--- config.mk ---
export PLATFORM = sky130hd
export DESIGN_NAME = blitter
export DESIGN_NICKNAME = d
export VERILOG_FILES = /design/src/design/blit_reg_pkg.sv /design/src/design/blit_pkg.sv /design/src/design/blitter.sv /design/src/design/blit_result.sv /design/src/design/blit_sequencer.sv /design/src/design/blit_operand.sv /design/src/design/blit_regs.sv
export SDC_FILE = /design/constraint.sdc
export NUM_CORES = 1
export LEC_CHECK = 0
export ABC_AREA = 1
export BUFFER_PORTS_ARGS = -buffer_cell sky130_fd_sc_hd__buf_2
export CAP_MARGIN = 25
export CELL_PAD_IN_SITES_DETAIL_PLACEMENT = 0
export CELL_PAD_IN_SITES_GLOBAL_PLACEMENT = 2
export CORE_UTILIZATION = 35
export CTS_CLUSTER_SIZE = 20
export DETAILED_ROUTE_END_ITERATION = 16
export HOLD_SLACK_MARGIN = 0.08
export PLACE_DENSITY_LB_ADDON = 0.1
export SYNTH_ARGS = -nofsm -noshare
export SYNTH_HDL_FRONTEND = slang
export SYNTH_HIERARCHICAL = 1
export SYNTH_SLANG_ARGS = --single-unit
--- constraint.sdc ---
create_clock -name clk -period 11.8 [get_ports clk]
set_input_delay 0.59 -clock clk [delete_from_list [all_inputs] [get_ports clk]]
set_output_delay 0.59 -clock clk [all_outputs]
set_load 0.005 [all_outputs]
--- src/design/blit_reg_pkg.sv ---
package blit_reg_pkg;

    typedef logic [3:0] reg_num_t;

    localparam reg_num_t REG_CTRL  = 4'd0;
    localparam reg_num_t REG_SHIFT = 4'd1;
    localparam reg_num_t REG_MOD_A = 4'd2;
    localparam reg_num_t REG_MOD_B = 4'd3;
    localparam reg_num_t REG_VAL_T = 4'd4;
    localparam reg_num_t REG_MOD_D = 4'd5;
    localparam reg_num_t REG_SRC_A = 4'd6;     // address, or constant A
    localparam reg_num_t REG_SRC_B = 4'd7;     // address, or constant B
    localparam reg_num_t REG_VAL_C = 4'd8;
    localparam reg_num_t REG_DST_D = 4'd9;
    localparam reg_num_t REG_LINES = 4'd10;    // line count minus one
    localparam reg_num_t REG_WORDS = 4'd11;    // word count minus one, queues the blit

    // CTRL bits
    localparam int CTRL_W         = 6;
    localparam int CTRL_A_CONST   = 0;
    localparam int CTRL_B_CONST   = 1;
    localparam int CTRL_B_USE_A   = 2;
    localparam int CTRL_C_USE_B   = 3;
    localparam int CTRL_DECREMENT = 4;
    localparam int CTRL_TRANSP_8B = 5;

    // SHIFT fields
    localparam int SHIFT_L_MASK_LSB = 12;
    localparam int SHIFT_R_MASK_LSB = 8;
    localparam int SHIFT_CNT_LSB    = 0;

endpackage

--- src/design/blit_pkg.sv ---
package blit_pkg;

    localparam int WORD_W  = 16;                // bits in one VRAM word
    localparam int NIB_W   = 4;                 // one pixel at 4 bpp
    localparam int SPILL_W = WORD_W - NIB_W;    // up to 3 nibbles shifted out

    // one VRAM data word
    typedef logic [WORD_W-1:0] word_t;

    // VRAM word address, same width as a data word
    typedef logic [WORD_W-1:0] addr_t;

    // nibble write enables, msb is the leftmost nibble
    typedef logic [WORD_W/NIB_W-1:0] mask_t;

endpackage
--- src/design/blitter.sv ---
`timescale 1ns/100ps

module blitter import blit_pkg::*, blit_reg_pkg::*; #(
    parameter int LINES_W = 15
) (
    input  logic        clk,
    input  logic        reset_i,
    input  logic        reg_wr_i,           // register write strobe
    input  reg_num_t    reg_num_i,
    input  word_t       reg_data_i,
    output logic        busy_o,
    output logic        full_o,             // a blit waits in the queue
    output logic        done_o,
    output logic        vram_sel_o,
    output logic        vram_wr_o,
    output addr_t       vram_addr_o,
    output mask_t       vram_wr_mask_o,
    output word_t       vram_data_o,
    input  logic        vram_ack_i,
    input  word_t       vram_data_i
);

    logic [CTRL_W-1:0]  q_ctrl, ctrl;
    logic [1:0]         q_shift_cnt, shift_cnt;
    mask_t              q_l_mask, q_r_mask, l_mask, r_mask;
    word_t              q_mod_a, q_mod_b, q_mod_d;
    word_t              q_src_a, q_src_b, q_dst_d;
    word_t              q_val_t, q_val_c, q_words;
    logic [LINES_W-1:0] q_lines;
    word_t              val_t, val_c, val_a, val_b;
    logic               queued, take, load, capture_a, capture_b, first, last;

    assign full_o = queued;

    blit_regs #(.LINES_W(LINES_W)) u_regs (
        .clk, .reset_i, .reg_wr_i, .reg_num_i, .reg_data_i, .take_i(take),
        .ctrl_o(q_ctrl), .shift_cnt_o(q_shift_cnt), .l_mask_o(q_l_mask), .r_mask_o(q_r_mask),
        .mod_a_o(q_mod_a), .mod_b_o(q_mod_b), .mod_d_o(q_mod_d), .src_a_o(q_src_a),
        .src_b_o(q_src_b), .dst_d_o(q_dst_d), .val_t_o(q_val_t), .val_c_o(q_val_c),
        .words_o(q_words), .lines_o(q_lines), .queued_o(queued)
    );

    blit_sequencer #(.LINES_W(LINES_W)) u_sequencer (
        .clk, .reset_i, .q_ctrl_i(q_ctrl), .q_shift_cnt_i(q_shift_cnt),
        .q_l_mask_i(q_l_mask), .q_r_mask_i(q_r_mask), .q_mod_a_i(q_mod_a), .q_mod_b_i(q_mod_b),
        .q_mod_d_i(q_mod_d), .q_src_a_i(q_src_a), .q_src_b_i(q_src_b), .q_dst_d_i(q_dst_d),
        .q_val_t_i(q_val_t), .q_val_c_i(q_val_c), .q_words_i(q_words), .q_lines_i(q_lines),
        .queued_i(queued), .vram_ack_i, .take_o(take), .load_o(load),
        .capture_a_o(capture_a), .capture_b_o(capture_b), .ctrl_o(ctrl),
        .shift_cnt_o(shift_cnt), .l_mask_o(l_mask), .r_mask_o(r_mask), .val_t_o(val_t),
        .val_c_o(val_c), .first_o(first), .last_o(last), .vram_sel_o, .vram_wr_o,
        .vram_addr_o, .busy_o, .done_o
    );

    // SRC registers double as the constants
    blit_operand u_operand_a (
        .clk, .reset_i, .load_i(load), .const_i(q_src_a), .capture_i(capture_a),
        .shift_i(shift_cnt), .rd_data_i(vram_data_i), .val_o(val_a)
    );

    blit_operand u_operand_b (
        .clk, .reset_i, .load_i(load), .const_i(q_src_b), .capture_i(capture_b),
        .shift_i(shift_cnt), .rd_data_i(vram_data_i), .val_o(val_b)
    );

    blit_result u_result (
        .ctrl_i(ctrl), .val_a_i(val_a), .val_b_i(val_b), .val_c_i(val_c), .val_t_i(val_t),
        .l_mask_i(l_mask), .r_mask_i(r_mask), .first_i(first), .last_i(last),
        .wr_data_o(vram_data_o), .wr_mask_o(vram_wr_mask_o)
    );

endmodule

--- src/design/blit_result.sv ---
`timescale 1ns/100ps

module blit_result import blit_pkg::*, blit_reg_pkg::*; (
    input  logic [CTRL_W-1:0]   ctrl_i,
    input  word_t               val_a_i,
    input  word_t               val_b_i,
    input  word_t               val_c_i,
    input  word_t               val_t_i,
    input  mask_t               l_mask_i,
    input  mask_t               r_mask_i,
    input  logic                first_i,        // first word of the line
    input  logic                last_i,         // last word of the line
    output word_t               wr_data_o,
    output mask_t               wr_mask_o
);

    word_t  term_b;
    word_t  term_c;
    word_t  diff;           // zero where B matches T
    mask_t  nib_ne;
    mask_t  opaque;

    assign term_b    = ctrl_i[CTRL_B_USE_A] ? val_a_i : val_b_i;
    assign term_c    = ctrl_i[CTRL_C_USE_B] ? val_b_i : val_c_i;
    assign wr_data_o = (val_a_i & term_b) ^ term_c;
    assign diff      = val_b_i ^ val_t_i;

    always_comb begin
        for (int n = 0; n < $bits(mask_t); n++) begin
            nib_ne[n] = |diff[n*NIB_W +: NIB_W];
        end
        for (int n = 0; n < $bits(mask_t); n++) begin
            opaque[n] = ctrl_i[CTRL_TRANSP_8B] ? nib_ne[n] | nib_ne[n ^ 1] : nib_ne[n];  // byte pair
        end
    end

    assign wr_mask_o = opaque & (first_i ? l_mask_i : '1) & (last_i ? r_mask_i : '1);

endmodule

--- src/design/blit_sequencer.sv ---
`timescale 1ns/100ps

module blit_sequencer import blit_pkg::*, blit_reg_pkg::*; #(
    parameter int LINES_W = 15
) (
    input  logic                clk,
    input  logic                reset_i,
    input  logic [CTRL_W-1:0]   q_ctrl_i,
    input  logic [1:0]          q_shift_cnt_i,
    input  mask_t               q_l_mask_i,
    input  mask_t               q_r_mask_i,
    input  word_t               q_mod_a_i,
    input  word_t               q_mod_b_i,
    input  word_t               q_mod_d_i,
    input  word_t               q_src_a_i,
    input  word_t               q_src_b_i,
    input  word_t               q_dst_d_i,
    input  word_t               q_val_t_i,
    input  word_t               q_val_c_i,
    input  word_t               q_words_i,
    input  logic [LINES_W-1:0]  q_lines_i,
    input  logic                queued_i,
    input  logic                vram_ack_i,
    output logic                take_o,
    output logic                load_o,
    output logic                capture_a_o,
    output logic                capture_b_o,
    output logic [CTRL_W-1:0]   ctrl_o,
    output logic [1:0]          shift_cnt_o,
    output mask_t               l_mask_o,
    output mask_t               r_mask_o,
    output word_t               val_t_o,
    output word_t               val_c_o,
    output logic                first_o,
    output logic                last_o,
    output logic                vram_sel_o,
    output logic                vram_wr_o,
    output addr_t               vram_addr_o,
    output logic                busy_o,
    output logic                done_o
);

    typedef enum logic [2:0] {
        S_IDLE, S_SETUP, S_LINE_START, S_RD_A, S_RD_B, S_WR_D, S_LINE_FINISH
    } state_t;

    state_t             state;
    state_t             word_state;         // first access of a word
    addr_t              addr_a, addr_b, addr_d;
    word_t              mod_a, mod_b, mod_d;
    word_t              words_r;
    logic [WORD_W:0]    word_cnt;           // msb set on the last word of a line
    logic [LINES_W:0]   line_cnt;           // msb set on the last line
    logic               last_line;

    function automatic addr_t step(input addr_t a, input logic dec);
        step = dec ? a - 1'b1 : a + 1'b1;
    endfunction

    assign last_line   = line_cnt[LINES_W];
    assign last_o      = word_cnt[WORD_W];
    assign take_o      = (state == S_SETUP);
    assign load_o      = (state == S_SETUP);
    assign capture_a_o = (state == S_RD_A) && vram_ack_i;
    assign capture_b_o = (state == S_RD_B) && vram_ack_i;
    assign busy_o      = (state != S_IDLE);
    assign done_o      = (state == S_LINE_FINISH) && last_line;

    // request fields follow the state, addresses only move on ack
    assign vram_sel_o  = (state == S_RD_A) || (state == S_RD_B) || (state == S_WR_D);
    assign vram_wr_o   = (state == S_WR_D);
    assign vram_addr_o = (state == S_RD_A) ? addr_a : (state == S_RD_B) ? addr_b : addr_d;

    always_comb begin
        if (!ctrl_o[CTRL_A_CONST]) begin
            word_state = S_RD_A;
        end else if (!ctrl_o[CTRL_B_CONST]) begin
            word_state = S_RD_B;
        end else begin
            word_state = S_WR_D;            // both constant, write only
        end
    end

    always_ff @(posedge clk) begin
        if (reset_i) begin
            state  <= S_IDLE;
            ctrl_o <= '0;
        end else begin
            case (state)
                S_IDLE: state <= queued_i ? S_SETUP : S_IDLE;
                S_SETUP: begin
                    ctrl_o <= q_ctrl_i;
                    state  <= S_LINE_START;
                end
                S_LINE_START: state <= word_state;
                S_RD_A: begin
                    if (vram_ack_i) begin
                        state <= ctrl_o[CTRL_B_CONST] ? S_WR_D : S_RD_B;
                    end
                end
                S_RD_B: state <= vram_ack_i ? S_WR_D : S_RD_B;
                S_WR_D: begin
                    if (vram_ack_i) begin
                        state <= last_o ? S_LINE_FINISH : word_state;
                    end
                end
                S_LINE_FINISH: begin
                    if (!last_line) begin
                        state <= S_LINE_START;
                    end else begin
                        state <= queued_i ? S_SETUP : S_IDLE;   // next blit skips idle
                    end
                end
                default: state <= S_IDLE;
            endcase
        end
    end

    always_ff @(posedge clk) begin
        case (state)
            S_SETUP: begin
                shift_cnt_o <= q_shift_cnt_i;
                l_mask_o    <= q_l_mask_i;
                r_mask_o    <= q_r_mask_i;
                val_t_o     <= q_val_t_i;
                val_c_o     <= q_val_c_i;
                mod_a       <= q_mod_a_i;
                mod_b       <= q_mod_b_i;
                mod_d       <= q_mod_d_i;
                addr_a      <= q_src_a_i;
                addr_b      <= q_src_b_i;
                addr_d      <= q_dst_d_i;
                words_r     <= q_words_i;
                line_cnt    <= {1'b0, q_lines_i};
                first_o     <= 1'b1;
            end
            S_LINE_START: begin
                line_cnt <= line_cnt - 1'b1;            // pre-decrement
                word_cnt <= {1'b0, words_r} - 1'b1;
            end
            S_RD_A: begin
                if (vram_ack_i) begin
                    addr_a <= step(addr_a, ctrl_o[CTRL_DECREMENT]);
                end
            end
            S_RD_B: begin
                if (vram_ack_i) begin
                    addr_b <= step(addr_b, ctrl_o[CTRL_DECREMENT]);
                end
            end
            S_WR_D: begin
                if (vram_ack_i) begin
                    addr_d   <= step(addr_d, ctrl_o[CTRL_DECREMENT]);
                    word_cnt <= word_cnt - 1'b1;
                    first_o  <= 1'b0;
                end
            end
            S_LINE_FINISH: begin
                addr_a  <= addr_a + mod_a;              // line modulo
                addr_b  <= addr_b + mod_b;
                addr_d  <= addr_d + mod_d;
                first_o <= 1'b1;
            end
            default: begin
            end
        endcase
    end

    a_addr_held: assert property (@(posedge clk) disable iff (reset_i)
        vram_sel_o && !vram_ack_i |=> vram_sel_o && $stable(vram_addr_o));

    a_done_pulse: assert property (@(posedge clk) disable iff (reset_i)
        done_o |=> !done_o);

endmodule

--- src/design/blit_operand.sv ---
`timescale 1ns/100ps

module blit_operand import blit_pkg::*; (
    input  logic        clk,
    input  logic        reset_i,
    input  logic        load_i,         // start of blit, value becomes the constant
    input  word_t       const_i,
    input  logic        capture_i,      // read data valid
    input  logic [1:0]  shift_i,        // nibbles to shift right
    input  word_t       rd_data_i,
    output word_t       val_o
);

    logic [SPILL_W-1:0]        spill_r;     // left aligned, oldest nibble on top
    logic [WORD_W+SPILL_W-1:0] shifted;     // result word above the new spill

    always_comb begin
        case (shift_i)
            2'd0: shifted = {rd_data_i, {SPILL_W{1'b0}}};
            2'd1: shifted = {spill_r[SPILL_W-1 -: NIB_W], rd_data_i, {2*NIB_W{1'b0}}};
            2'd2: shifted = {spill_r[SPILL_W-1 -: 2*NIB_W], rd_data_i, {NIB_W{1'b0}}};
            default: shifted = {spill_r, rd_data_i};
        endcase
    end

    always_ff @(posedge clk) begin
        if (load_i) begin
            val_o <= const_i;
        end else if (capture_i) begin
            val_o <= shifted[WORD_W+SPILL_W-1 -: WORD_W];
        end
    end

    // spill is carried from word to word and across lines
    always_ff @(posedge clk) begin
        if (reset_i || load_i) begin
            spill_r <= '0;
        end else if (capture_i) begin
            spill_r <= shifted[SPILL_W-1:0];
        end
    end

endmodule

--- src/design/blit_regs.sv ---
`timescale 1ns/100ps

module blit_regs import blit_pkg::*, blit_reg_pkg::*; #(
    parameter int LINES_W = 15
) (
    input  logic                clk,
    input  logic                reset_i,
    input  logic                reg_wr_i,
    input  reg_num_t            reg_num_i,
    input  word_t               reg_data_i,
    input  logic                take_i,         // sequencer copied the queued set
    output logic [CTRL_W-1:0]   ctrl_o,
    output logic [1:0]          shift_cnt_o,
    output mask_t               l_mask_o,
    output mask_t               r_mask_o,
    output word_t               mod_a_o,
    output word_t               mod_b_o,
    output word_t               mod_d_o,
    output word_t               src_a_o,
    output word_t               src_b_o,
    output word_t               dst_d_o,
    output word_t               val_t_o,
    output word_t               val_c_o,
    output word_t               words_o,
    output logic [LINES_W-1:0]  lines_o,
    output logic                queued_o
);

    // control fields and the queue flag
    always_ff @(posedge clk) begin
        if (reset_i) begin
            ctrl_o      <= '0;
            shift_cnt_o <= '0;
            l_mask_o    <= '0;
            r_mask_o    <= '0;
            queued_o    <= 1'b0;
        end else begin
            if (take_i) begin
                queued_o <= 1'b0;
            end
            if (reg_wr_i) begin
                case (reg_num_i)
                    REG_CTRL: ctrl_o <= reg_data_i[CTRL_W-1:0];
                    REG_SHIFT: begin
                        l_mask_o    <= reg_data_i[SHIFT_L_MASK_LSB +: $bits(mask_t)];
                        r_mask_o    <= reg_data_i[SHIFT_R_MASK_LSB +: $bits(mask_t)];
                        shift_cnt_o <= reg_data_i[SHIFT_CNT_LSB +: 2];
                    end
                    REG_WORDS: queued_o <= 1'b1;      // wins over take_i
                    default: begin
                    end
                endcase
            end
        end
    end

    always_ff @(posedge clk) begin
        if (reg_wr_i) begin
            case (reg_num_i)
                REG_MOD_A: mod_a_o <= reg_data_i;
                REG_MOD_B: mod_b_o <= reg_data_i;
                REG_VAL_T: val_t_o <= reg_data_i;
                REG_MOD_D: mod_d_o <= reg_data_i;
                REG_SRC_A: src_a_o <= reg_data_i;
                REG_SRC_B: src_b_o <= reg_data_i;
                REG_VAL_C: val_c_o <= reg_data_i;
                REG_DST_D: dst_d_o <= reg_data_i;
                REG_LINES: lines_o <= reg_data_i[LINES_W-1:0];
                REG_WORDS: words_o <= reg_data_i;
                default: begin
                end
            endcase
        end
    end

    // the sequencer only takes a blit that is actually queued
    a_take_queued: assert property (@(posedge clk) disable iff (reset_i)
        take_i |-> queued_o);

endmodule

==> summary.md <==
| Metric | Value |
|---|---|
| Synthesized Nets | 2,451 |
| GP Congestion | 0.806 |
| Hold Buf Count CTS | 0 |
| Register area | 12,400 um^2 |
| Slew Limit Fails | 0 |
| Most used DFF post-synth | edfxtp_1 |
| Core ar. | 60,400 um^2 |
| Initial antenna violation count | 7 |
| Pre-CTS WS | 7.59 ns |
| Largest register FFs | 17 |
| Die area | 62,200 um^2 |
| M1 wire length | 32.4 mm |
| Worst-path maximum fanout | 22 |
| WL final | 66.9 mm |
| Total GRT Usage | 21.5% |
| CTS Buf Count | 50 |
| Die outline height | 249 um |
| Setup Viol. Count Final | 0 |
| Final core occ | 40.2% |
| Mean Syn Cell Area | 9.09 um^2 |
| Hold Crit Start | reset_i |
| Initial DRC Count | 1,135 |
| Routed wl met3 | 2.92 mm |
| DRT Pass-1 Iters | 5 |
| Leak Pwr | 10.3 nW |
| Via density | 4.91 |
| Max-cap viol count | 0 |
| CTS H-tree lvls | 2 |
| Clock Skew | 0.0246 ns |
| Vias in the first global route | 15,300 |
| Largest Register | u_sequencer/word_cnt |
| Worst VDD drop | 92.5 uV |
| Area grow syn2layout | 13.2% |
| Area of the multi-input gates | 7630 um^2 |
| Io pins | 81 |
| HPWL Detailed | 46.0 mm |
| Fmax | 0.234 GHz |
| R2R Path Start | u_sequencer/state[0] |
| Mapped Cells | 2,355 |
| Total number of vias | 16,000 |
| CTS tree | built |
| Critical Path AT | 3.69 ns |
| Worst setup EP type | output port |
| Final layout net count | 2,532 |
| Final WS setup | 7.52 ns |
| Total gr overflow | 0 |
| Crit path required time | 11.21 ns |
| Seq/Total Area, Yosys | 57.8% |
| Antenna-violating nets left | 0 |
| Status | finished clean |
| Wirelength per Cell | 20.5 um |
| CTS max path bufs | 3 |
| CP Class | flop to output port |
| Initial Utilization | 35.5% |
| Yosys reg bits | 429 |
| Post-route clock period utilization | 36.3% |
| Post-CTS setup buffers | 0 |
| Startpoint class of the critical path | flop |
| Largest net degree at the start of global routing | 63 |
| CP startpoint | u_sequencer/state[0] |
| Routed wl met2 | 30.1 mm |
| Clock slew at reported path FFs | 0.06 ns |
| Max layer used | met4 |
| Max_slew headroom | 33.1% |
| Cts repair resizes | 0 |
| Fill cells | 6,099 |
| Distinct cells, synth | 40 |
| Setup TNS Final | 0 ns |
| Clk_lat worst skew | 0.59 ns |
| Buffers on Ports | 80 |
| Final hold viol count | 0 |
| Row Count | 90 |
| Die Width | 249 um |
| First-pass GRT wire length | 99.2 mm |
| Post-synthesis async set-or-reset flop share | 0% |
| Share of cells above drive strength 1 | 9.54% |
| RSZ-0062 raised after global routing | false |
| Slew @ Worst Pin | 1.00 ns |
| Final min period | 4.28 ns |
| Residual DRC | 0 |
| Synth warn | 6 |
| CTS Root Cell | clkbuf_16 |
| Power Density | 142 nW/um^2 |
| CTS Sinks | 429 |
| Post-synth EDFFs | 379 |
| Post-Syn Area | 21,400 um^2 |
| Hold crit path type | input port to flop |
| Worst hold margin | 0.404 ns |
## per-stage QoR
stage / instances / total power, mW / instance area, um^2
after floorplan: 2355 / 1.85 / 21400
after global placement: 3162 / 1.95 / 22500
after detailed placement: 3164 / 1.95 / 22600
after global routing: 3257 / 3.56 / 24200
final: 3258 / 3.44 / 24200
after CTS: 3255 / 3.49 / 24200
## final cells by class
cell class	count	area share (%)
tap	782	4.04
sequential	429	51.1
antenna	1	0.0103
inverter	265	4.11
clock inverter	27	0.976
clock buffer	64	5.72
multi-input combinational	1587	31.5
timing repair buffer	103	2.58
## worst paths after layout
path | end | slack [ns] | depth (start not counted)
hold / removal | u_regs/queued_o | 0.40 | 2
setup reg to reg | u_sequencer/addr_b[6] | 7.53 | 13
setup / recovery | vram_addr_o[1] | 7.52 | 7
hold reg to reg | u_sequencer/words_r[12] | 0.41 | 0
## layer usage
metal  track usage (%)  up-vias
li1                  -     7925
met1              31.7     7619
met2              33.5      386
met3              2.36       65
met4              5.82        0
met5                 0        -
## layout by cell type (no fill, tap or decap), types with 4 or more instances in the layout
cell type	count
a21oi_1	81
buf_2	80
buf_4	19
clkbuf_1	8
clkbuf_16	52
clkbuf_8	4
clkinv_1	13
clkinv_2	5
clkinvlp_4	4
dfxtp_1	50
edfxtp_1	379
ha_1	53
inv_1	256
inv_2	6
nand2_1	789
nand2_2	6
nand3_1	159
nand3_2	4
nand3b_1	12
nand4_1	55
nor2_1	211
nor2_2	5
nor2_4	8
nor3_1	13
o21ai_0	89
o21ai_1	9
o22ai_1	4
or2_2	22
xnor2_1	17
xor2_1	27
## kinds of logic after synthesis
logic type	count (synthesis)	share of synthesized area, %
adder cells (fa/ha/maj)	56	3.38
AND/OR/NAND/NOR	1295	25.7
buffers and inverters	339	6.68
XOR/XNOR	44	1.80
flip-flops	429	57.8
AO/OA/AOI/OAI	192	4.62
## Yosys cell counts, types with 2 or more instances
| library cell | number | area share, % |
|---|---|---|
| nor2_1 | 213 | 3.7 |
| nand3_2 | 4 | 0.19 |
| xnor2_1 | 17 | 0.70 |
| edfxtp_1 | 379 | 53 |
| a2bb2oi_1 | 3 | 0.12 |
| fa_1 | 3 | 0.28 |
| nor2_2 | 3 | 0.088 |
| clkbuf_1 | 17 | 0.30 |
| nor3_1 | 15 | 0.35 |
| inv_2 | 6 | 0.11 |
| xor2_1 | 27 | 1.1 |
| nand3b_1 | 12 | 0.42 |
| nand2_2 | 6 | 0.18 |
| nand4_1 | 55 | 1.6 |
| clkinv_1 | 2 | 0.035 |
| a21oi_1 | 81 | 1.9 |
| nand2_1 | 789 | 14 |
| dfxtp_1 | 50 | 4.7 |
| o21ai_1 | 6 | 0.14 |
| buf_1 | 4 | 0.070 |
| buf_2 | 31 | 0.72 |
| o22ai_1 | 4 | 0.12 |
| nor3b_1 | 2 | 0.070 |
| nor2_8 | 2 | 0.19 |
| nand2_4 | 3 | 0.16 |
| buf_6 | 9 | 0.47 |
| o21ai_0 | 92 | 2.2 |
| buf_4 | 13 | 0.46 |
| or2_2 | 22 | 0.64 |
| nand3_1 | 159 | 3.7 |
| ha_1 | 53 | 3.1 |
| nor2_4 | 8 | 0.42 |
| a31oi_1 | 3 | 0.088 |
| inv_1 | 256 | 4.5 |
## worst max-delay path: stages, from the launching register on
cell and delay (ns):
dfxtp_1 0.61, inv_1 0.80, nand3_1 0.29, nand2_1 0.15, clkinv_1 0.53, nand2_1 0.29, nand3_1 0.23, buf_2 0.20
## where the power goes
part / switching [mW] / internal (mW) / total, mW
sequential: 0.0165 / 1.68 / 1.70
combinational: 0.161 / 0.0598 / 0.221
clock: 0.626 / 0.895 / 1.52
No activity file was read; power rests on OpenSTA's default activity.
